**src/hpt_defines.svh**
```systemverilog
`ifndef HPT_DEFINES_SVH
`define HPT_DEFINES_SVH

// Width of a virtual or physical address
`define HPT_VADR_BITS 32

// Page offset width, 4 KB pages
`define HPT_PAGE_BITS 12

// Table index width, the table holds 1 << HPT_INDEX_BITS entries
`define HPT_INDEX_BITS 8

// Width of the bounce count and of the bounce limit
`define HPT_BOUNCE_BITS 8

`endif

```
**src/hpt_pkg.sv**
```systemverilog
`include "hpt_defines.svh"

package hpt_pkg;

	// ========================================================================
	// Address and index vectors
	// ========================================================================

	typedef logic [`HPT_VADR_BITS-1:0] vadr_t;
	typedef logic [`HPT_VADR_BITS-1:0] padr_t;

	// Page numbers are the address with the page offset stripped off
	typedef logic [`HPT_VADR_BITS-`HPT_PAGE_BITS-1:0] vpn_t;
	typedef logic [`HPT_VADR_BITS-`HPT_PAGE_BITS-1:0] ppn_t;

	typedef logic [`HPT_INDEX_BITS-1:0] hpt_index_t;

	// Used both for the running probe count and for the programmed limit
	typedef logic [`HPT_BOUNCE_BITS-1:0] bounce_t;

	// ========================================================================
	// Bundles
	// ========================================================================

	// One slot of the hashed page table
	// The tag holds the full VPN so that linear probing can tell slots apart
	typedef struct packed {
		logic valid;
		vpn_t tag;
		ppn_t ppn;
	} hpt_entry_t;

	// A single probe, the slot to read and the VPN it must match
	typedef struct packed {
		hpt_index_t index;
		vpn_t       vpn;
	} probe_t;

	// Result of a walk, qualified by done
	// Exactly one of hit and fault is set, padr only means something on a hit
	typedef struct packed {
		logic  hit;
		logic  fault;
		padr_t padr;
	} walk_rsp_t;

	// Walk sequencing in the match engine
	typedef enum logic [1:0] {
		IDLE,
		READ,
		CHECK
	} walk_state_e;

endpackage

```
**src/ht_bounce_counter.sv**
```systemverilog
`timescale 1ns/1ps

module ht_bounce_counter (
	input  logic             clk,
	input  logic             rst,
	input  hpt_pkg::bounce_t max_bounce,
	input  logic             xlat,
	input  logic             found,
	input  hpt_pkg::vadr_t   vadr,
	output hpt_pkg::bounce_t count,
	output logic             last_probe,
	output logic             cd_vadr
);
	import hpt_pkg::*;

	// Address seen on the previous cycle, used to spot a new walk target
	vadr_t   vadr_q;
	// Probes already spent on the current address
	bounce_t count_q;

	// ========================================================================
	// Address change detect
	// ========================================================================

	always_ff @(posedge clk) begin
		if (rst) begin
			vadr_q <= '0;
		end else begin
			vadr_q <= vadr;
		end
	end

	// Goes high for exactly one cycle when the requester moves to a new address
	assign cd_vadr = (vadr_q != vadr);

	// A new address starts probing at its home slot right away,
	// so the stale count is hidden in the same cycle as the change
	assign count = cd_vadr ? '0 : count_q;

	// The probe now being issued is the final one the limit allows
	assign last_probe = (count == max_bounce);

	// ========================================================================
	// Bounce count
	// ========================================================================

	always_ff @(posedge clk) begin
		if (rst) begin
			count_q <= '0;
		end else if (cd_vadr) begin
			count_q <= '0;
		end else if (xlat) begin
			if (found) begin
				// Walk finished with a hit so the next walk starts at home
				count_q <= '0;
			end else if (count_q == max_bounce) begin
				// Out of probes, wrap so a retry of the same address starts over
				count_q <= '0;
			end else begin
				count_q <= count_q + 1'b1;
			end
		end
	end

	// The count must stay inside the window the requester allowed
	assert property (@(posedge clk) disable iff (rst)
		$past(!rst) |-> (count_q <= max_bounce))
		else $error("bounce count %0d beyond limit %0d", count_q, max_bounce);

endmodule

```
**config.mk**
```make
export PLATFORM = sky130hd
export DESIGN_NAME = ht_bounce_counter
export DESIGN_NICKNAME = d
export VERILOG_FILES = /design/src/hpt_pkg.sv /design/src/ht_bounce_counter.sv
export VERILOG_INCLUDE_DIRS = /design/src
export SDC_FILE = /design/constraint.sdc
export NUM_CORES = 1
export LEC_CHECK = 0
export ABC_AREA = 1
export BUFFER_PORTS_ARGS = -buffer_cell sky130_fd_sc_hd__buf_2
export CAP_MARGIN = 20
export CORE_MARGIN = 2
export CORE_UTILIZATION = 47
export CTS_CLUSTER_SIZE = 30
export DETAILED_ROUTE_END_ITERATION = 8
export PLACE_DENSITY = 0.72
export SYNTH_ARGS = -nofsm -noshare
export SYNTH_HDL_FRONTEND = slang
export SYNTH_SLANG_ARGS = --single-unit
```
**constraint.sdc**
```tcl
create_clock -name clk -period 1.5 [get_ports clk]
set_input_delay 0.3 -clock clk [delete_from_list [all_inputs] [get_ports clk]]
set_output_delay 0.3 -clock clk [all_outputs]
set_load 0.01 [all_outputs]
```
# Word level (Yosys, flattened, before mapping)

Index checks and enable logic that the tools add are counted.

Bits in registers: 40
Bits in latches: 0
Memory bits (writable): 0
Memory bits (read-only): 0
Input bits: 44
Logic and storage cells: 10
Memories kept: 0

$add $sub $neg: 1
Multipliers: 0
Divide/modulo/power cells: 0
Order comparisons: 0
Eq/ne operators: 3
Shift operators: 0
Muxes and demuxes: 3
Bitwise logic cells: 0
Reduce and logical (&&, ||, !) cells: 1

Operator list:

| kind                  | count |
|---|---|
| $ne A32 B32 Y1        | 1 |
| $mux W8               | 3 |
| $eq A8 B8 Y1          | 2 |
| $add A8 B1 Y8 const B | 1 |
| $reduce_or A2 Y1      | 1 |

# Depth between registers and ports, before layout

Word-level depth: 3
Depth in mapped cells: 14
Mapped depth without buffers: 13

# Worst setup path after synthesis

Ideal clock, no wire load.

Path kind: input port to output port
Start: in vadr[11]
End: out last_probe
Arrival: 1402 ps
Path slack: -202 ps
Stages: 11
Cells stage by stage: xnor2_1 nand2_1 nor2_1 nand2_1 nor2_2 nand2_1 o21ai_0 nand2_1 inv_1 nand2_1 nor2_1

Longest elaborated chain between the ends: 3

RTL lines:

| item              | RTL line                | text |
|---|---|---|
| from (decl)       | ht_bounce_counter.sv:9  | `input hpt_pkg::vadr_t vadr,` |
| $ne A32 B32 Y1    | ht_bounce_counter.sv:34 | `assign cd_vadr = (vadr_q != vadr);` |
| named net cd_vadr | ht_bounce_counter.sv:12 | `output logic cd_vadr` |
| $mux W8           | ht_bounce_counter.sv:38 | `assign count = cd_vadr ? '0 : count_q;` |
| $eq A8 B8 Y1      | ht_bounce_counter.sv:41 | `assign last_probe = (count == max_bounce);` |
| to (decl)         | ht_bounce_counter.sv:11 | `output logic last_probe,` |

The timed path passes the listed nets, and every way through them passes these cells.

# Worst setup path in the final report

Start: reg vadr_q[31]
End: out last_probe

Longest elaborated chain between the ends: 3

RTL lines:

| item                   | RTL line                | text |
|---|---|---|
| from (decl)            | ht_bounce_counter.sv:17 | `vadr_t vadr_q;` |
| from (signal assigned) | ht_bounce_counter.sv:29 | `vadr_q <= vadr;` |
| $ne A32 B32 Y1         | ht_bounce_counter.sv:34 |  |
| $mux W8                | ht_bounce_counter.sv:38 |  |
| $eq A8 B8 Y1           | ht_bounce_counter.sv:41 |  |

No other way between the ends.

==> metrics.txt <==
FF-to-FF Start vadr_q[16]; H-tree Lvls 2; Sink Count 40; initial antenna violation count 0; PwrDens 824 nW/µm²; Worst Path Class, Setup reg2out; Reg2Reg Depth 11; status finished, violations left; area delta synth->final 34.0%; Vias/cell 4.35; Die Wd 70.3 µm; Highest Clock Rate 0.464 GHz; first-pass GRT wire length 7360 µm; crit share post-route 144%; final slew viol count 0; r2r endpoint count_q[7]; Hold Crit Start vadr[2]; overflow left after global routing 0; pin count of the biggest net entering global routing 27; drt drc 0; crit path launch type register; Die Area 4940 µm²; clock buffer depth 2; fin crit period 2.16 ns; clk slew on worst S/H paths 0.08 ns; CP max stage cell dfxtp_1; Hold Path End vadr_q[2]; most common flop cell mapped by yosys dfxtp_1; Die Y 70.3 µm; most used cell, CP nand2_1; finished layout cell area 2770 µm²; Inserted Clock Buffers 5; flop2flop setup slack -0.14 ns; relative slew slack 76.1%; Rows 24; Mapped Nets 356; worst hold path class in2reg; ranking of synthesized cells by area dfxtp_1 (39%), nand2_1 (15%), inv_1 (11%); CTS root buf clkbuf_8; initial core utilization 48.1%; Seq/Total Area, Yosys 38.8%; layout cells sized above 1 29.4%; Post-synth EDFFs 0; drt total wl 4050 µm; Worst setup EP type output pin; Syn Area/Cell 6.64 µm²; hold path cells 3; RSZ-0062 raised after global routing true; top post-synthesis cells by count nand2_1 (84), inv_1 (59), nor2_1 (57); dpl cell area 2600 µm²; synth warn 0; Worst Skew 0.00738 ns; GPL Wtd Cong 0.850; WL/cell 9.08 µm; Core Region 4290 µm²; number of global-route vias before repair 1,889; n_diodes 0; CP Data Required Time 1.20 ns; top-area cell type share of the netlist area 38.8%; first drt pass iteration count 4; Least-Margin Pin Slew 0.355 ns; Syn Std Cell Area 2060 µm²; Antenna Nets Post-Route 0; PortBufs 53; Global Route Usage Sum 18.3%; CTS tree done; critical path cell sequence xnor2_1 -> nand2_1 -> nor2_1 -> nand2_2 -> nor2_4 -> buf_12 -> nand3_1 -> nand2_1 -> nand2_1 -> nor2_1 -> nand2_1 -> nor2_2 -> buf_2; most frequent cell after synthesis nand2_1; placed cell count 438; Final Power 2.28 mW; fin nets 438; Leak Pwr 1.48 nW; I/O pin count 54; MaxCap Viol Count 0; Fin. Hold Viols 0; Buf/Inv on CP 2; Post-CTS Setup Repair Bufs 0; failing checks setup timing; # setup viols final 18; Post-Layout Cell Count 446; Final Worst Setup Slack -0.656 ns; post-synth cell types 20; Skew-Pair Late Insertion Delay 0.29 ns; register bit total from synthesis 40; crit-path max FO 12; HPWL Detailed 3230 µm; largest area contributor in the netlist dfxtp_1; peak supply drop 0.560 mV; setup TNS -5.81 ns; Worst EP arrival 1.86 ns; CP Depth 13; routed via count 1,940; asr flop ratio synth 0%; top cell family by delay on the critical path simple AND/OR/NAND/NOR gates; Initial DRC Count 135; crit-path max cell delay 0.34 ns; Synth Instances 311
how the worst max path moves through the flow:
stage                           from    endpoint  slack (ns)
after floorplan             vadr[11]  last_probe       -0.18
after global placement       vadr[0]  last_probe       -0.53
after detailed placement     vadr[5]  last_probe       -0.56
after CTS                 vadr_q[16]  last_probe       -0.72
after global routing      vadr_q[30]  last_probe       -0.88
final                     vadr_q[31]  last_probe       -0.66
logic make-up after synthesis:
logic type                 share of synthesized area (%)
and+or+nand+nor                                     33.5
DFF                                                 38.8
adders and majority gates                          0.606
xor gates and xnor gates                            12.3
AOI/OAI and AO/OA                                   1.58
buffers and inverters                               13.3
repair_timing:
action / in CTS / in global routing
hold buffers: 0 / 0
pin swaps: 1 / 0
setup endpoints to repair: 18 / 18
endpoints found under the hold margin: 0 / 0
resized for setup: 7 / 12
through the flow:
step           setup slack (ns)  utilization (%)  hold slack, ns
2_1_floorplan            -0.177                -           0.407
3_3_place_gp             -0.533             60.5           0.528
3_5_place_dp             -0.558             60.5           0.532
4_1_cts                  -0.720             63.6           0.218
5_1_grt                  -0.875             64.4           0.228
6_report                 -0.656             64.4           0.230
power breakdown:
part	leakage, nW	internal (mW)	total (mW)	switching [mW]
Clock	0.0541	0.492	0.861	0.369
Combinational	1.10	0.150	0.290	0.141
Sequential	0.331	1.11	1.13	0.0207
Total	1.48	1.75	2.28	0.530
sequential cells by signal (all words and copies together), names as in the netlist:
name,cells
vadr_q,32
count_q,8
final cells by class:
type	count	area, µm²
inverters	62	233
clock inverters	3	42.5
multi-input cells	202	1050
repair buffers	82	508
clock buffers	5	68.8
flip-flops and latches	40	802
well taps	52	65.1
fillers	415	1530
worst register-to-register path, cell delays in order, from the launching register on:
cell,delay [ns]
dfxtp_1,0.31
xnor2_1,0.14
nand2_1,0.08
nor2_1,0.09
nand2_1,0.07
nor2_2,0.16
buf_12,0.15
nand2_1,0.09
buf_4,0.16
nor2_4,0.12
nand2_4,0.11
nor2_1,0.11
routing by layer:
metal  vias up  part of all wire (%)  track usage [%]  routed length (µm)
met4         0                  0.32             4.49                  13
met5         -                     0                0                   0
met2        34                    50             33.4                2030
li1       1065                     -                -                   -
met1       839                    46             21.8                1850
met3         2                   3.8             3.46                 154
cell usage in the layout (no fill, tap or decap):
cell type	netlist	final
nand2_1	84	82
inv_1	59	59
buf_2	0	53
nor2_1	57	49
dfxtp_1	40	39
buf_4	0	27
xnor2_1	23	23
nand4_1	8	8
nor2_2	2	7
nand3_1	7	6
xor2_1	6	6
or2_2	5	5
clkbuf_8	0	5
inv_2	3	3
nor2_4	0	3
nand3_2	2	3
o21ai_0	3	2
buf_12	0	2
nand2_2	0	1
o21ai_2	0	1
nand3b_1	1	1
nand2_4	0	1
nor3_1	1	1
a21boi_2	0	1
o211a_1	1	1
ha_1	1	1
clkinv_2	0	1
clkinvlp_4	0	1
bufinv_16	0	1
dfxtp_2	0	1
(Power assumes the default switching activity.)
