--- config.mk ---
export PLATFORM = sky130hd
export DESIGN_NAME = hpt_probe_gen
export DESIGN_NICKNAME = d
export VERILOG_FILES = /design/src/hpt_pkg.sv /design/src/hpt_probe_gen.sv
export VERILOG_INCLUDE_DIRS = /design/src
export SDC_FILE = /design/constraint.sdc
export NUM_CORES = 1
export LEC_CHECK = 0
export BUFFER_PORTS_ARGS = -buffer_cell sky130_fd_sc_hd__buf_2
export CAP_MARGIN = 20
export CORE_MARGIN = 2
export CORE_UTILIZATION = 36
export DETAILED_ROUTE_END_ITERATION = 8
export PLACE_DENSITY_LB_ADDON = 0.25
export REMOVE_ABC_BUFFERS = 1
export SYNTH_ARGS = -nofsm -noshare
export SYNTH_HDL_FRONTEND = slang
export SYNTH_SLANG_ARGS = --single-unit
--- constraint.sdc ---
create_clock -name vclk -period 5.8
set_clock_uncertainty 0.2 [all_clocks]
set_input_delay 1.16 -clock vclk [all_inputs]
set_output_delay 1.16 -clock vclk [all_outputs]
set_load 0.005 [all_outputs]
--- src/hpt_defines.svh ---
`ifndef HPT_DEFINES_SVH
`define HPT_DEFINES_SVH

// Width of a virtual or physical address
`define HPT_VADR_BITS 32

// Page offset width, 4 KB pages
`define HPT_PAGE_BITS 12

// Table index width, the table holds 1 << HPT_INDEX_BITS entries
`define HPT_INDEX_BITS 8

// Width of the bounce count and of the bounce limit
`define HPT_BOUNCE_BITS 8

`endif

--- src/hpt_pkg.sv ---
`include "hpt_defines.svh"

package hpt_pkg;

	// ========================================================================
	// Address and index vectors
	// ========================================================================

	typedef logic [`HPT_VADR_BITS-1:0] vadr_t;
	typedef logic [`HPT_VADR_BITS-1:0] padr_t;

	// Page numbers are the address with the page offset stripped off
	typedef logic [`HPT_VADR_BITS-`HPT_PAGE_BITS-1:0] vpn_t;
	typedef logic [`HPT_VADR_BITS-`HPT_PAGE_BITS-1:0] ppn_t;

	typedef logic [`HPT_INDEX_BITS-1:0] hpt_index_t;

	// Used both for the running probe count and for the programmed limit
	typedef logic [`HPT_BOUNCE_BITS-1:0] bounce_t;

	// ========================================================================
	// Bundles
	// ========================================================================

	// One slot of the hashed page table
	// The tag holds the full VPN so that linear probing can tell slots apart
	typedef struct packed {
		logic valid;
		vpn_t tag;
		ppn_t ppn;
	} hpt_entry_t;

	// A single probe, the slot to read and the VPN it must match
	typedef struct packed {
		hpt_index_t index;
		vpn_t       vpn;
	} probe_t;

	// Result of a walk, qualified by done
	// Exactly one of hit and fault is set, padr only means something on a hit
	typedef struct packed {
		logic  hit;
		logic  fault;
		padr_t padr;
	} walk_rsp_t;

	// Walk sequencing in the match engine
	typedef enum logic [1:0] {
		IDLE,
		READ,
		CHECK
	} walk_state_e;

endpackage

--- src/hpt_probe_gen.sv ---
`timescale 1ns/1ps

module hpt_probe_gen (
	input  hpt_pkg::vadr_t   vadr,
	input  hpt_pkg::bounce_t count,
	output hpt_pkg::probe_t  probe
);
	import hpt_pkg::*;

	// Page number of the requested address
	vpn_t       vpn;
	// Home slot of the page number before any bouncing
	hpt_index_t hash;

	// ========================================================================
	// Hash fold
	// ========================================================================

	// Strip the page offset off the virtual address
	assign vpn = vadr[$bits(vadr_t)-1 -: $bits(vpn_t)];

	// XOR fold of the VPN into index-wide chunks
	// Bit b lands in index bit b mod the index width, which is the same as
	// XOR of bits 7:0, 15:8 and the zero extended top nibble for 20 bits
	always_comb begin
		hash = '0;
		for (int b = 0; b < $bits(vpn_t); b++) begin
			hash[b % $bits(hpt_index_t)] = hash[b % $bits(hpt_index_t)] ^ vpn[b];
		end
	end

	// ========================================================================
	// Linear probe
	// ========================================================================

	// Each bounce steps one slot further, the sum wraps with the table size
	assign probe.index = hash + hpt_index_t'(count);

	// The VPN travels with the probe so the match engine compares the right tag
	assign probe.vpn = vpn;

endmodule

After elaboration in Yosys (flattened, before gate mapping)
Index checks and enable logic that the tools add are counted.

Register bits after elaboration: 0. Latch bits: 0. Bits in writable memories: 0. ROM bits: 0. Input bits: 40. Output and inout port bits: 28. Word-level logic and storage cells: 13. Memories: 0.

$add $sub $neg: 1. $mul: 0. Divide/modulo/power cells: 0. Magnitude comparators: 0. Equality and inequality tests: 0. Shifts and indexed selects: 0. Muxes and demuxes: 0. Bitwise logic cells: 12. Reduce and logical (&&, ||, !) cells: 0.

Operators with widths (number): bitwise XOR 1 bit (12); adder 8 bit (1).

Depth between registers and ports, before layout
Gate-level depths: netlist of run 1.

Word-level depth: 3. Depth in mapped cells: 8. Mapped depth without buffers: 8.

Worst setup path after synthesis of run 1
No wires, ideal clock.

Kind: input port to output port. Start point: input vadr[12]. End point: output probe[26] in the netlist's numbering. Arrival: 2556 ps. Required time: 4440 ps. Slack: 1884 ps. Stages on the path: 8. Path buffers: 0. Cell sequence: xnor2_1 xnor2_1 ha_1 fa_1 a21oi_1 o211ai_1 a21oi_1 xnor2_1.

RTL lines: from (decl) (RTL line hpt_probe_gen.sv:4) `input hpt_pkg::vadr_t vadr,`; to (decl) (RTL line hpt_probe_gen.sv:6) `output hpt_pkg::probe_t probe`.

==> results of run 1 <==
[routing by layer]
metal  track usage (%)  routed length, µm
met5                 0                  0
met4                 0                  0
met3              1.30                118
met2              19.4                454
met1              11.6                364
[cell type report]
cell class | count | area, µm²
repair buffers | 56 | 280
fillers | 134 | 651
multi-input cells | 42 | 364
inverters | 1 | 3.75
well taps | 15 | 18.8
[cells by family (layout without fill, tap and decap cells)]
family / Yosys count / count (layout) / share of synthesized area [%]
AOI/OAI and AO/OA: 10 / 10 / 13.3
buffers and inverters: 21 / 57 / 29.7
xor gates and xnor gates: 19 / 19 / 32.1
and+or+nand+nor: 5 / 5 / 4.11
adders and majority gates: 8 / 8 / 20.8
[worst max-delay path, cell delays in order]
cell and delay (ps):
buf_2 110, xnor2_1 180, xnor2_1 90, ha_1 210
fa_1 400, a21oi_1 200, o211ai_1 120, a21oi_1 180
xnor2_1 120, buf_2 120
[cells in the final DEF, fill, tap and decap left out]
cell       n
a21o_1     1
a21oi_1    4
a21oi_2    1
buf_2     56
fa_1       1
ha_1       7
inv_1      1
nand2_1    3
nor2_1     1
nor2b_1    1
o211ai_1   1
o21a_1     1
o21ai_1    1
o31ai_2    1
xnor2_1   13
xor2_1     6
[worst paths after layout]
kind   endpoint     start
max   probe[26]  vadr[12]
min   probe[14]  vadr[26]
[per-stage QoR]
step / power, mW / hold slack, ps / cells / area, µm² / utilization (%)
4_1_cts: 0.0973 / 2310 / 114 / 667 / 50.6
6_report: 0.0953 / 2310 / 114 / 667 / 50.6
2_1_floorplan: 0.0546 / 2120 / 43 / 368 / -
3_3_place_gp: 0.0955 / 2310 / 114 / 667 / 50.6
3_5_place_dp: 0.0967 / 2310 / 114 / 667 / 50.6
5_1_grt: 0.107 / 2320 / 114 / 667 / 50.6
[power groups by stage]
stage               Combinational, mW  Clock (mW)  Sequential (mW)
floorplan                      0.0546           0                0
CTS                            0.0973           0                0
finish                         0.0953           0                0
detailed placement             0.0967           0                0
global placement               0.0955           0                0
global route                    0.107           0                0
==> reports/metrics.yaml, run 1 <==
critical_path:
  worstPathArrival_ps: 2900
  crit_required_ps: 4440
  start_kind: "input pin"
  end_kind: "output pin"
  cp_max_fo: 2
  crit_type: "input pin to output pin"
route:
  antenna_left: 0
  drt_wl_total_um: 937
  drc: 0
  drt_first_iter_violations: 2
  via_count: 493
  routedWlPerCell_um: 8.22
  via_per_inst: 4.32
  dr.pass1.iters: 3
finish:
  num-clock-buffers: 0
  area_growth_syn_to_layout_pct: 28.7
  final_nets: 149
  diodes: 0
  seq_cells: 0
  seq_area_um2: 0
  drive_gt1_share_pct: 58.6
power_and_ir_drop:
  leakage_nw: 0.371
  p_sw_uw: 43.7
  p_sw_share_pct: 45.8
  peakVddDrop_mv: 0.0604
  power.density_nw_per_um2: 143
  p_clk_share_pct: 0
  internal-power_uw: 51.6
  combPwrFrac_pct: 100.0
  seq_power_share_pct: 0
clocking:
  cts_setup_buffers: 0
  cts_resized: 0
  hold_buffers: 0
logic_synthesis:
  avgSynthCellArea_um2: 8.22
  synth_top_area_share_pct: 29.0
  seq_area_frac_synth_pct: 0
  yosysTopAreaCell: "buf_4"
  synth.distinct_cells: 16
  ys.warnings.count: 0
  synth_common_cells: "buf_4 (20), xnor2_1 (13), ha_1 (7)"
  syn-cell-area_um2: 518
  yosysMostFrequentCell: "buf_4"
  syn_inst: 63
  ys_top_cells_by_area: "buf_4 (29%), xnor2_1 (22%), ha_1 (17%)"
sta:
  setup_violations: 0
  fmax_mhz: 235
  drv_slew: 0
  worst_slew_pin_slew_ps: 256
  finalHoldViolCount: 0
  min_period_over_period_pct: 73.4
  fin_ws_ps: 1540
  relSlewSlack_pct: 82.8
  rsz0062_at_grt: "false"
  finalCriticalPeriod_ps: 4260
  fin_setup_tns_ps: 0
worst_hold_path:
  holdPathStages: 2
  hold_class: "input pin to output pin"
floorplanning:
  coreArea_um2: 1320
  start_util_pct: 39.3
  die_w_um: 41.9
  die_h_um: 41.9
  io_pins: 68
  die-area_um2: 1760
  rows: 13
grt:
  overflow: 0
  grt.total_usage_pct: 9.80
  first_global_vias: 398
  antenna_found_initial: 0
  grt_max_degree: 5
  grt_pass1_wl_mm: 1.50
placement:
  pre_cts_ws_ps: 1530
  io_buffers: 56
  gp_congestion: 0.710
status:
  outcome: "finished, final reports clean"
flow_run:
  max_cap_violations: 0
No activity file was read; power rests on OpenSTA's default activity.
==> run 2: changes to the inputs <==
--- a/config.mk
+++ b/config.mk
@@ -6,10 +6,11 @@
 export SDC_FILE = /design/constraint.sdc
 export NUM_CORES = 1
 export LEC_CHECK = 0
+export ABC_AREA = 1
 export BUFFER_PORTS_ARGS = -buffer_cell sky130_fd_sc_hd__buf_2
 export CAP_MARGIN = 20
 export CORE_MARGIN = 2
-export CORE_UTILIZATION = 36
+export CORE_UTILIZATION = 33
 export DETAILED_ROUTE_END_ITERATION = 8
 export PLACE_DENSITY_LB_ADDON = 0.25
 export REMOVE_ABC_BUFFERS = 1
==> constraint.sdc (replaced) <==
create_clock -name vclk -period 3.4
set_clock_uncertainty 0.2 [all_clocks]
set_input_delay 0.68 -clock vclk [all_inputs]
set_output_delay 0.68 -clock vclk [all_outputs]
set_load 0.005 [all_outputs]
==> reports/metrics.yaml, run 2 <==
power_and_ir_drop:
  seq_power_share_pct: 0  # unchanged
  internal-power_uw: 88.2  # +71%
  p_clk_share_pct: 0  # unchanged
  combPwrFrac_pct: 100.0  # about the same
  p_sw_share_pct: 49.8  # +3.9 points
  p_sw_uw: 87.4  # +100%
  peakVddDrop_mv: 0.0961  # +59%
  power.density_nw_per_um2: 224  # +57%
  leakage_nw: 0.510  # +37%
critical_path:
  cp_max_fo: 2  # unchanged
  cp_slowest_cell: "fa_1"
  crit_required_ps: 2520  # -1920 ps
  worst-path-buf-inv: 3  # +1
  worstPathArrival_ps: 2290  # -610 ps
  cpMostUsedCell: "nand2_1"
  cpLargestDelayFamily: "adder cells"
  cp.depth: 13  # +3
  start_kind: "input pin"
  crit_start: "vadr[12]"
  critPathMaxStageDelay_ps: 400  # about the same
  path_cells: "buf_2 -> xnor2_1 -> xor2_1 -> inv_1 -> ha_1 -> fa_1 -> nand2_1 -> nand2_1 -> nand3b_1 -> nand2_1 -> nand2_1 -> nand2_1 -> buf_2"
  end_kind: "output pin"
  crit_type: "input pin to output pin"
logic_synthesis:
  synth.distinct_cells: 17  # +1
  ys.warnings.count: 0  # unchanged
  yosysMostFrequentCell: "nand2_1"
  avgSynthCellArea_um2: 6.42  # -22%
  synth_common_cells: "nand2_1 (25), buf_4 (20), inv_1 (13)"
  ys_top_cells_by_area: "buf_4 (24%), nand2_1 (15%), ha_1 (14%)"
  yosysTopAreaCell: "buf_4"
  synth_top_area_share_pct: 24.1  # -4.9 points
  syn-cell-area_um2: 623  # +20%
  syn_inst: 97  # +54%
  seq_area_frac_synth_pct: 0  # unchanged
placement:
  pre_cts_ws_ps: 200  # -1330 ps
  gp_congestion: 0.756  # +6.4%
  io_buffers: 56  # unchanged
  detailed_place_hpwl_mm: 1.12
finish:
  seq_cells: 0  # unchanged
  num-clock-buffers: 0  # unchanged
  seq_area_um2: 0  # unchanged
  final_nets: 183  # +23%
  drive_gt1_share_pct: 46.6  # -12 points
  layout_commonest_cell: "buf_2"
  area_growth_syn_to_layout_pct: 25.9
  mostFrequentLayoutCells: "buf_2 (56), nand2_1 (25), inv_1 (13)"
  diodes: 0  # unchanged
  post-route-util_pct: 44.9  # -5.7 points
sta:
  min_period_over_period_pct: 93.3
  finalCriticalPeriod_ps: 3170
  worst_slew_pin_slew_ps: 182  # -74.3 ps
  rsz0062_at_grt: "false"
  finalHoldViolCount: 0  # unchanged
  relSlewSlack_pct: 87.9  # +5.1 points
  timing.hold.ws_ps: 1350  # -960 ps
  fmax_mhz: 315
  fin_ws_ps: 226  # -1320 ps
  setup_violations: 0  # unchanged
  drv_slew: 0  # unchanged
  fin_setup_tns_ps: 0  # unchanged
route:
  via_count: 647  # +31%
  via_per_inst: 4.09  # -5.3%
  met2WireLength_um: 602  # +33%
  met1Wirelength_um: 482  # +32%
  routedWlPerCell_um: 7.51  # -8.7%
  wl_met3_um: 100  # -15%
  antenna_left: 0  # unchanged
  drt_first_iter_violations: 2  # unchanged
  top_layer: "met3"
  dr.pass1.iters: 2  # -1
  drc: 0  # unchanged
  drt_wl_total_mm: 1.19  # +27%
grt:
  grt.total_usage_pct: 9.70  # -0.095 points
  antenna_found_initial: 0  # unchanged
  grt_max_degree: 6  # +1
  first_global_vias: 474  # +19%
  grt_pass1_wl_mm: 1.70  # +14%
  overflow: 0  # unchanged
floorplanning:
  die_h_um: 47.5  # +13%
  die_w_um: 47.5  # +13%
  rows: 15  # +2
  io_pins: 68  # unchanged
  die-area_um2: 2250  # +28%
  start_util_pct: 35.7  # -3.6 points
  coreArea_um2: 1750  # +32%
clocking:
  cts_setup_buffers: 0  # unchanged
  cts_resized: 0  # unchanged
  hold_buffers: 0  # unchanged
flow_run:
  max_cap_violations: 0  # unchanged
worst_hold_path:
  hold_end: "probe[17]"
  holdPathStages: 2  # unchanged
  hold_class: "input pin to output pin"
  min_from: "vadr[29]"
status:
  outcome: "finished, final reports clean"
==> run 2: metrics by stage <==
step | area (µm²) | cells | power (mW)
final | 785 | 158 | 0.176
after global routing | 785 | 158 | 0.201
after CTS | 785 | 158 | 0.179
after detailed placement | 785 | 158 | 0.178
after global placement | 785 | 158 | 0.175
after floorplan | 473 | 77 | 0.105
==> run 2: logic make-up after synthesis <==
kind of cell	count (synthesis)	share of synthesized area, %
adder cells (fa/ha/maj)	8	17.3
buffers and inverters	34	32.5
AND/OR/NAND/NOR	39	28.9
AO/OA/AOI/OAI	2	1.61
XOR/XNOR	14	19.7
==> run 2: layer usage <==
layer	vias up	GRT usage (%)
li1	346	-
met1	275	11.7
met2	26	19.7
met3	0	0.377
met4	0	0
met5	-	0
==> run 2: worst max path at each step <==
stage                           end  slack [ps]
final                     probe[26]         230
after global routing      probe[26]          70
after CTS                 probe[26]         200
after detailed placement  probe[26]         200
after global placement    probe[26]         250
after floorplan           probe[26]         540
==> run 2: power groups by stage <==
| stage | Combinational, mW | Clock, mW | Sequential (mW) |
|---|---|---|---|
| global placement | 0.175 | 0 | 0 |
| global route | 0.201 | 0 | 0 |
| floorplan | 0.105 | 0 | 0 |
| finish | 0.176 | 0 | 0 |
| detailed placement | 0.178 | 0 | 0 |
| CTS | 0.179 | 0 | 0 |
==> run 2: area by class of cell <==
| class | instances | area, µm² |
|---|---|---|
| inverters | 14 | 52.6 |
| fillers | 190 | 961 |
| multi-input cells | 63 | 420 |
| repair buffers | 56 | 280 |
| well taps | 25 | 31.3 |
