$ cat config.mk
export PLATFORM = sky130hd
export DESIGN_NAME = hpt_match_fsm
export DESIGN_NICKNAME = d
export VERILOG_FILES = /design/src/hpt_pkg.sv /design/src/hpt_match_fsm.sv
export VERILOG_INCLUDE_DIRS = /design/src
export SDC_FILE = /design/constraint.sdc
export NUM_CORES = 1
export LEC_CHECK = 0
export BUFFER_PORTS_ARGS = -buffer_cell sky130_fd_sc_hd__buf_2
export CAP_MARGIN = 40
export CORE_MARGIN = 2
export CORE_UTILIZATION = 35
export CTS_CLUSTER_SIZE = 25
export DETAILED_ROUTE_END_ITERATION = 8
export HOLD_SLACK_MARGIN = 0.05
export PLACE_DENSITY = 0.64
export SYNTH_ARGS = -nofsm -noshare
export SYNTH_HDL_FRONTEND = slang
export SYNTH_SLANG_ARGS = --single-unit
$ cat constraint.sdc
create_clock -name clk -period 6.1 [get_ports clk]
set_clock_uncertainty 0.1 [all_clocks]
set_input_delay 1.22 -clock clk [delete_from_list [all_inputs] [get_ports clk]]
set_output_delay 1.22 -clock clk [all_outputs]
set_load 0.1 [all_outputs]
$ cat src/hpt_defines.svh
`ifndef HPT_DEFINES_SVH
`define HPT_DEFINES_SVH

// Width of a virtual or physical address
`define HPT_VADR_BITS 32

// Page offset width, 4 KB pages
`define HPT_PAGE_BITS 12

// Table index width, the table holds 1 << HPT_INDEX_BITS entries
`define HPT_INDEX_BITS 8

// Width of the bounce count and of the bounce limit
`define HPT_BOUNCE_BITS 8

`endif

$ cat src/hpt_pkg.sv
`include "hpt_defines.svh"

package hpt_pkg;

	// ========================================================================
	// Address and index vectors
	// ========================================================================

	typedef logic [`HPT_VADR_BITS-1:0] vadr_t;
	typedef logic [`HPT_VADR_BITS-1:0] padr_t;

	// Page numbers are the address with the page offset stripped off
	typedef logic [`HPT_VADR_BITS-`HPT_PAGE_BITS-1:0] vpn_t;
	typedef logic [`HPT_VADR_BITS-`HPT_PAGE_BITS-1:0] ppn_t;

	typedef logic [`HPT_INDEX_BITS-1:0] hpt_index_t;

	// Used both for the running probe count and for the programmed limit
	typedef logic [`HPT_BOUNCE_BITS-1:0] bounce_t;

	// ========================================================================
	// Bundles
	// ========================================================================

	// One slot of the hashed page table
	// The tag holds the full VPN so that linear probing can tell slots apart
	typedef struct packed {
		logic valid;
		vpn_t tag;
		ppn_t ppn;
	} hpt_entry_t;

	// A single probe, the slot to read and the VPN it must match
	typedef struct packed {
		hpt_index_t index;
		vpn_t       vpn;
	} probe_t;

	// Result of a walk, qualified by done
	// Exactly one of hit and fault is set, padr only means something on a hit
	typedef struct packed {
		logic  hit;
		logic  fault;
		padr_t padr;
	} walk_rsp_t;

	// Walk sequencing in the match engine
	typedef enum logic [1:0] {
		IDLE,
		READ,
		CHECK
	} walk_state_e;

endpackage

$ cat src/hpt_match_fsm.sv
`timescale 1ns/1ps
`include "hpt_defines.svh"

module hpt_match_fsm (
	input  logic                clk,
	input  logic                rst,
	input  logic                req,
	input  hpt_pkg::probe_t     probe,
	input  hpt_pkg::vadr_t      vadr,
	input  logic                cd_vadr,
	input  logic                last_probe,
	output logic                rd_en,
	output logic                xlat,
	output logic                found,
	output logic                done,
	output hpt_pkg::walk_rsp_t  rsp,
	input  hpt_pkg::hpt_entry_t entry
);
	import hpt_pkg::*;

	walk_state_e state;
	walk_state_e state_nxt;

	// VPN and page offset captured with the read, compared one cycle later
	vpn_t                      vpn_q;
	logic [`HPT_PAGE_BITS-1:0] offset_q;

	// Entry from the table matches the probe that fetched it
	logic hit;
	// CHECK cycle that still belongs to the current address
	logic check_live;
	// This check ends the walk, either found or out of probes
	logic finish;

	// ========================================================================
	// Compare
	// ========================================================================

	assign hit        = entry.valid && (entry.tag == vpn_q);
	assign check_live = (state == CHECK) && !cd_vadr;
	assign finish     = check_live && (hit || last_probe);

	// The table read is issued from READ and lands in CHECK
	assign rd_en = (state == READ);

	// Every completed check is reported to the bounce counter
	// A miss advances or wraps the count, a hit clears it for the next walk
	// An abandoned check reports nothing since the counter clears on its own
	assign xlat  = check_live;
	assign found = check_live && hit;

	// ========================================================================
	// State sequencing
	// ========================================================================

	always_comb begin
		state_nxt = state;
		case (state)
			IDLE: begin
				if (req) begin
					state_nxt = READ;
				end
			end
			READ: begin
				// A change here is already folded into the probe, so just go on
				state_nxt = CHECK;
			end
			CHECK: begin
				if (cd_vadr) begin
					// New address, restart from its home slot
					state_nxt = READ;
				end else if (hit || last_probe) begin
					state_nxt = IDLE;
				end else begin
					state_nxt = READ;
				end
			end
			default: begin
				state_nxt = IDLE;
			end
		endcase
	end

	always_ff @(posedge clk) begin
		if (rst) begin
			state <= IDLE;
		end else begin
			state <= state_nxt;
		end
	end

	// Probe details are captured alongside the table read
	always_ff @(posedge clk) begin
		if (state == READ) begin
			vpn_q    <= probe.vpn;
			offset_q <= vadr[`HPT_PAGE_BITS-1:0];
		end
	end

	// ========================================================================
	// Response
	// ========================================================================

	// done is registered, so it lands one cycle after the deciding CHECK
	always_ff @(posedge clk) begin
		if (rst) begin
			done <= 1'b0;
		end else begin
			done <= finish;
		end
	end

	// The response only changes when a walk ends and stays put afterwards
	always_ff @(posedge clk) begin
		if (finish) begin
			rsp.hit   <= hit;
			rsp.fault <= !hit;
			rsp.padr  <= {entry.ppn, offset_q};
		end
	end

	// Only one walk is in flight, so a new request may only arrive between walks
	assert property (@(posedge clk) disable iff (rst) req |-> (state == IDLE))
		else $error("request arrived while a walk was still in flight");

endmodule

### Yosys cells after proc, flatten, opt, wreduce, memory -nomap -nowiden

Cells that the tools add are included.

* logic and storage cells: 23
* output and inout port bits: 38
* input bits: 106
* bits in registers: 69

* multiplexer cells: 4
* equal/unequal tests: 4
* reductions and logical operators: 8

Operators by type and width (number)
* 20-bit equality test: 1
* 2-bit case mux with 3 select lines: 1
* 1-bit logical AND: 4
* 2-bit by 1-bit equality test with 1-bit output (second input constant): 1
* 2-bit equality test (second input constant): 1
* 1-bit logical NOT: 2
* 2-bit logical NOT: 1
* 1-bit 2-to-1 mux: 2
* 2-bit 2-to-1 mux: 1
* 2-bit inequality test (second input constant): 1
* 1-bit logical OR: 1

### Logic depth before layout (Yosys ltp)

Gate-level depths: netlist of the first run.

* word-level depth: 6
* gate-level depth with buffers: 4
* mapped depth without buffers: 4

### Least setup slack after synthesis of the first run

OpenSTA, ideal clock, no wires.

* path kind: input port to flip-flop
* start: in cd_vadr
* end: reg rsp[0] (netlist bit) (enable)
* arrival time: 5.553 ns
* stages on the path: 4
* setup time: 0.473 ns
* slack: -0.025 ns
* data required time: 5.527 ns
* path buffers: 0
* cell sequence: and2b_1 -> nor2b_1 -> nand3_1 -> o21ai_0

* longest elaborated chain between the ends: 3

Ends and longest elaborated chain
* start: declaration: line hpt_match_fsm.sv:10 `input logic cd_vadr,`
* 1-bit logical NOT: line hpt_match_fsm.sv:40 `assign check_live = (state == CHECK) && !cd_vadr;`
* 1-bit logical AND: line hpt_match_fsm.sv:40
* net xlat: line hpt_match_fsm.sv:13 `output logic xlat,`
* 1-bit logical AND: line hpt_match_fsm.sv:41 `assign finish = check_live && (hit || last_probe);`
* net finish: line hpt_match_fsm.sv:33 `logic finish;`
* end: declaration: line hpt_match_fsm.sv:16 `output hpt_pkg::walk_rsp_t rsp,`

The timed path passes the listed nets, and every way through them passes these cells.
A chain may end at the register's enable or synchronous reset.

### Worst setup path after layout of the first run

* start: in entry[29] (netlist bit)
* end: out found

* longest elaborated chain between the ends: 3

Ends and longest elaborated chain
* start: declaration: line hpt_match_fsm.sv:17 `input hpt_pkg::hpt_entry_t entry`
* 20-bit equality test: line hpt_match_fsm.sv:39 `assign hit = entry.valid && (entry.tag == vpn_q);`
* 1-bit logical AND: line hpt_match_fsm.sv:39
* 1-bit logical AND: line hpt_match_fsm.sv:50 `assign found = check_live && hit;`
* end: declaration: line hpt_match_fsm.sv:14 `output logic found,`

No other way between the ends.

==> impl_metrics.env, run 1 <==
export IMPL_grt_overflow=0
export IMPL_ys_ff_latch=69
export IMPL_met3_usage_pct=5.78
export IMPL_cts_resized_gates=0
export IMPL_cts_tree="done"
export IMPL_antenna_found_initial=0
export IMPL_power_leakage_nw=1.34
export IMPL_wl_um=4450
export IMPL_combPwrFrac_pct=8.1
export IMPL_synth_cell_types=21
export IMPL_cts_buffers=9
export IMPL_rsz0062_at_grt="no"
export IMPL_die_area_um2=7610
export IMPL_grt_use_total_pct=12.1
export IMPL_cts_sinks=69
export IMPL_io_pins=144
export IMPL_status="finished clean"
export IMPL_dp_hpwl_um=3370
export IMPL_internal_power_w=0.000754
export IMPL_cap_viol_max_count=0
export IMPL_worstMarginPinSlew_ps=538
export IMPL_insertion_delay_ps=330
export IMPL_avgSynthCellArea_um2=20.2
export IMPL_vias=1481
export IMPL_final_common_cell="buf_2"
export IMPL_max_slew_margin_pct=64.0
export IMPL_layout_min_cycle_time_ps=4020
export IMPL_hold_viol_final=0
export IMPL_gp_congestion=0.653
export IMPL_layout_common_cells="buf_2 (115), edfxtp_1 (66), xor2_1 (12)"
export IMPL_cts_htree_levels=3
export IMPL_firstDrtPassIters=4
export IMPL_vdd_drop_max_uv=167
export IMPL_setup_viol=0
export IMPL_syn_to_final_growth_pct=38.4
export IMPL_crit_arrival_ps=2700
export IMPL_grt_first_pass_wirelength_um=6760
export IMPL_yosys_warnings=0
export IMPL_postCtsSetupBuffers=0
export IMPL_cts_path_max_buffers=2
export IMPL_final_nets=354
export IMPL_hold_buffers=0
export IMPL_diodes=0
export IMPL_cts_root_buf="clkbuf_8"
export IMPL_grt_busiest_layer="met2"
export IMPL_startpoint_type="primary input"
export IMPL_yosysSeqAreaShare_pct=84.2
export IMPL_switching_share_pct=21.8
export IMPL_dieHeight_um=87.2
export IMPL_maxSlewViolCount=0
export IMPL_finalNonFillerCells=333
export IMPL_port_buffers=115
export IMPL_rows=30
export IMPL_powerDensity_nw_per_um2=287
export IMPL_netlist_instances=120
export IMPL_fin_crit_sh_pct=66.0
export IMPL_die_w_um=87.2
export IMPL_power_frac_clock_pct=35.9
export IMPL_coreArea_um2=6760
export IMPL_holdWs_ps=319
export IMPL_crit_fanout=4
export IMPL_p_seq_share_pct=56.0
export IMPL_routed_via_density=4.45
export IMPL_clk_pin_slew_ps=60
export IMPL_start_util_pct=35.9
export IMPL_worstPathRequired_ps=4780
export IMPL_dp_cells=317
export IMPL_drc_errors=0
export IMPL_drtIter0Drc=44
export IMPL_p_sw_w=0.000210
export IMPL_end_kind="primary output"
export IMPL_wl_per_cell_um=13.4
export IMPL_grt_max_degree=24
export IMPL_tns_ps=0
export IMPL_hold_class="flop to flop"
export IMPL_synth_nets=226
export IMPL_met1_usage_pct=13.7
export IMPL_fill_cells=590
export IMPL_drive_gt1_share_pct=53.0
export IMPL_grt_pass1_vias=1443
export IMPL_clock_fmax_mhz=249
export IMPL_synthesis_area_um2=2420
export IMPL_critPathKind="primary input to primary output"
export IMPL_ant_nets=0
export IMPL_use_met2_pct=18.9
==> registers in the layout, summed over array words and instances, names as in the netlist <==
signal,cells
done,1
offset_q,12
rsp,34
state,2
vpn_q,20
==> path summary, 6_finish.rpt <==
path                    start  endpoint  slack, ps  cells past startpoint
setup / recovery    entry[29]     found       2080                      6
hold / removal    offset_q[4]    rsp[4]        320                      0
setup reg to reg     vpn_q[9]    rsp[8]       3860                      5
hold reg to reg   offset_q[4]    rsp[4]        320                      0
==> power groups by stage <==
stage,registers [W],clock network (W),logic (W)
5_1_grt,0.000541,0.000376,0.0000852
4_1_cts,0.000540,0.000358,0.0000792
3_5_place_dp,0.000551,0,0.0000793
3_3_place_gp,0.000550,0,0.0000738
2_1_floorplan,0.000565,0,0.0000274
6_report,0.000540,0.000346,0.0000780
==> cell families (layout without fill, tap and decap cells) <==
logic type	after synthesis	in the layout	share of synthesized area [%]
AND/OR/NAND/NOR	26	26	7.43
buffers and inverters	0	133	0
AO/OA/AOI/OAI	5	5	1.13
XOR/XNOR	20	20	7.22
flip-flops	69	69	84.2
==> per-stage QoR <==
stage | total power [W] | setup WS [ps] | utilization, % | cell area (um2)
finish | 0.000964 | 2080 | 49.7 | 3360
global route | 0.00100 | 1970 | 49.7 | 3360
CTS | 0.000977 | 2080 | 49.7 | 3360
detailed placement | 0.000630 | 2080 | 47.0 | 3170
global placement | 0.000624 | 2110 | 46.2 | 3120
floorplan | 0.000593 | 875 | - | 2420
==> critical path, cell delays in order <==
cell and delay (ps):
buf_2 100, xor2_1 160, nor4_4 390, and2_1 210
and4_1 180, buf_2 440
==> per-layer routing <==
layer	vias to the layer above	wire, um
met4	0	99
met5	-	0
met3	11	597
li1	723	-
met2	104	2010
met1	643	1740
==> synthesized netlist by cell type <==
library cell | n | area, um2
and4_1 | 3 | 26.3
nor4_1 | 2 | 12.5
nand2_1 | 1 | 3.75
and3_1 | 2 | 12.5
xnor2_1 | 8 | 70.1
a21oi_1 | 1 | 5.00
nand4_1 | 3 | 18.8
nand3_1 | 4 | 20.0
edfxtp_1 | 66 | 1980
xor2_1 | 12 | 105
o21ai_1 | 1 | 5.00
nor2_1 | 2 | 7.51
nand4b_1 | 1 | 8.76
o21a_1 | 1 | 7.51
nor4_4 | 1 | 21.3
o21ai_0 | 2 | 10.0
and2b_1 | 1 | 7.51
nor3_2 | 1 | 10.0
nor2b_1 | 4 | 25.0
dfxtp_1 | 3 | 60.1
and2_1 | 1 | 6.26
==> cell type report <==
class	count	area, um2	share of cell area [%]
multi-input cells	51	402	12.0
clock buffers	11	131	3.91
repair buffers	117	631	18.8
flip-flops and latches	69	2040	60.8
clock inverters	5	51.3	1.53
well taps	80	100	2.98
Power figures use the tool's default switching activity.
==> run 2: changes to the inputs <==
- PLACE_DENSITY: 0.64 -> 0.66
- clock period: 6.1 -> 3.51 ns (I/O delays scaled with it)
==> run 2 against run 1 <==
Routed wire length decreased by 3.4%. Die area unchanged. Highest routed layer unchanged. Global-route usage about the same. Clock power increased by 58%.
==> impl_metrics.env, run 2 (synthesized netlist as in run 1, its figures left out) <==
export IMPL_power_leakage_nw=1.33
export IMPL_worstPathRequired_ps=2710
export IMPL_max_slew_margin_pct=65.9
export IMPL_cts_buffers=9
export IMPL_critPathKind="primary input to primary output"
export IMPL_diodes=0
export IMPL_rsz0062_at_grt="no"
export IMPL_routed_via_density=4.46
export IMPL_layout_common_cells="buf_2 (115), edfxtp_1 (66), xor2_1 (12)"
export IMPL_antenna_found_initial=0
export IMPL_cap_viol_max_count=0
export IMPL_fill_cells=586
export IMPL_hold_buffers=0
export IMPL_grt_use_total_pct=12.0
export IMPL_startpoint_type="primary input"
export IMPL_io_pins=144
export IMPL_p_seq_share_pct=58.1
export IMPL_wl_um=4300
export IMPL_grt_pass1_vias=1475
export IMPL_crit_arrival_ps=2170
export IMPL_combPwrFrac_pct=8.1
export IMPL_cts_sinks=69
export IMPL_tns_ps=0
export IMPL_hold_viol_final=0
export IMPL_worstMarginPinSlew_ps=516
export IMPL_fin_crit_sh_pct=84.6
export IMPL_ant_nets=0
export IMPL_grt_overflow=0
export IMPL_drtIter0Drc=40
export IMPL_reg_top3="rsp x34, vpn_q x20, offset_q x12"
export IMPL_power_frac_clock_pct=33.8
export IMPL_clock_fmax_mhz=337
export IMPL_cts_root_buf="clkbuf_8"
export IMPL_coreArea_um2=6760
export IMPL_crit_fanout=4
export IMPL_place_ws_ps=534
export IMPL_setup_viol=0
export IMPL_hold_class="flop to flop"
export IMPL_maxSlewViolCount=0
export IMPL_cts_resized_gates=0
export IMPL_firstDrtPassIters=4
export IMPL_die_w_um=87.2
export IMPL_powerDensity_nw_per_um2=488
export IMPL_wl_per_cell_um=12.9
export IMPL_finalNonFillerCells=333
export IMPL_regToRegStartpoint="vpn_q[5]"
export IMPL_top_register="rsp"
export IMPL_largest_reg_flops=34
export IMPL_startpoint="entry[29]"
export IMPL_layout_min_cycle_time_ps=2970
export IMPL_dieHeight_um=87.2
export IMPL_vias=1485
export IMPL_postCtsSetupBuffers=0
export IMPL_cts_path_max_buffers=2
export IMPL_port_buffers=115
export IMPL_grt_max_degree=35
export IMPL_syn_to_final_growth_pct=36.4
export IMPL_status="finished clean"
export IMPL_gp_congestion=0.719
export IMPL_vdd_drop_max_uv=229
export IMPL_final_common_cell="buf_2"
export IMPL_dp_cells=317
export IMPL_setup_ws_ps=542
export IMPL_cts_tree="done"
export IMPL_r2r_slack_ps=1380
export IMPL_start_util_pct=35.9
export IMPL_dp_hpwl_um=3160
export IMPL_clk_pin_slew_ps=70
export IMPL_fin_util_pct=49.0
export IMPL_cts_htree_levels=3
export IMPL_die_area_um2=7610
export IMPL_drive_gt1_share_pct=54.5
export IMPL_p_sw_w=0.000380
export IMPL_rows=30
export IMPL_holdCritStartpoint="offset_q[7]"
export IMPL_final_nets=354
export IMPL_drc_errors=0
export IMPL_p_total_w=0.00161
export IMPL_insertion_delay_ps=340
export IMPL_switching_share_pct=23.5
export IMPL_grt_first_pass_wirelength_um=6560
export IMPL_internal_power_w=0.00123
export IMPL_end_kind="primary output"
-- run 2: worst max-delay path, stage by stage --
cell and delay, ps:
buf_2 100, xor2_1 160, nor4_4 380, and2_1 210
and4_1 180, buf_2 430
-- run 2: cell type report --
| type | count | area (um2) | area share (%) |
|---|---|---|---|
| well taps | 80 | 100 | 3.03 |
| repair buffers | 117 | 591 | 17.9 |
| multi-input cells | 51 | 409 | 12.4 |
| clock inverters | 7 | 42.5 | 1.29 |
| flip-flops and latches | 69 | 2040 | 61.7 |
| clock buffers | 9 | 124 | 3.74 |
-- run 2: final timing paths --
kind,to,cells past startpoint
setup / recovery,found,6
hold / removal,rsp[7],0
setup reg to reg,rsp[0],5
hold reg to reg,rsp[7],0
-- run 2: metal layers --
metal	track usage [%]	vias up	wire length (um)
li1	-	721	-
met1	12.9	650	1660
met2	18.5	104	1910
met3	6.73	10	644
met4	7.13	0	82
met5	0	-	0
-- run 2: power by group through the flow --
stage                     registers (W)  logic (W)  clock network [W]
after global placement         0.000956   0.000130                  0
final                          0.000939   0.000130           0.000545
after global routing           0.000940   0.000144           0.000598
after detailed placement       0.000957   0.000132                  0
after CTS                      0.000939   0.000133           0.000568
after floorplan                0.000982  0.0000482                  0
-- run 2: stage by stage --
| stage | hold WS [ps] | instance area (um2) |
|---|---|---|
| finish | 318 | 3310 |
| floorplan | 300 | 2440 |
| global placement | 301 | 3140 |
| global route | 327 | 3310 |
| CTS | 319 | 3310 |
| detailed placement | 306 | 3140 |
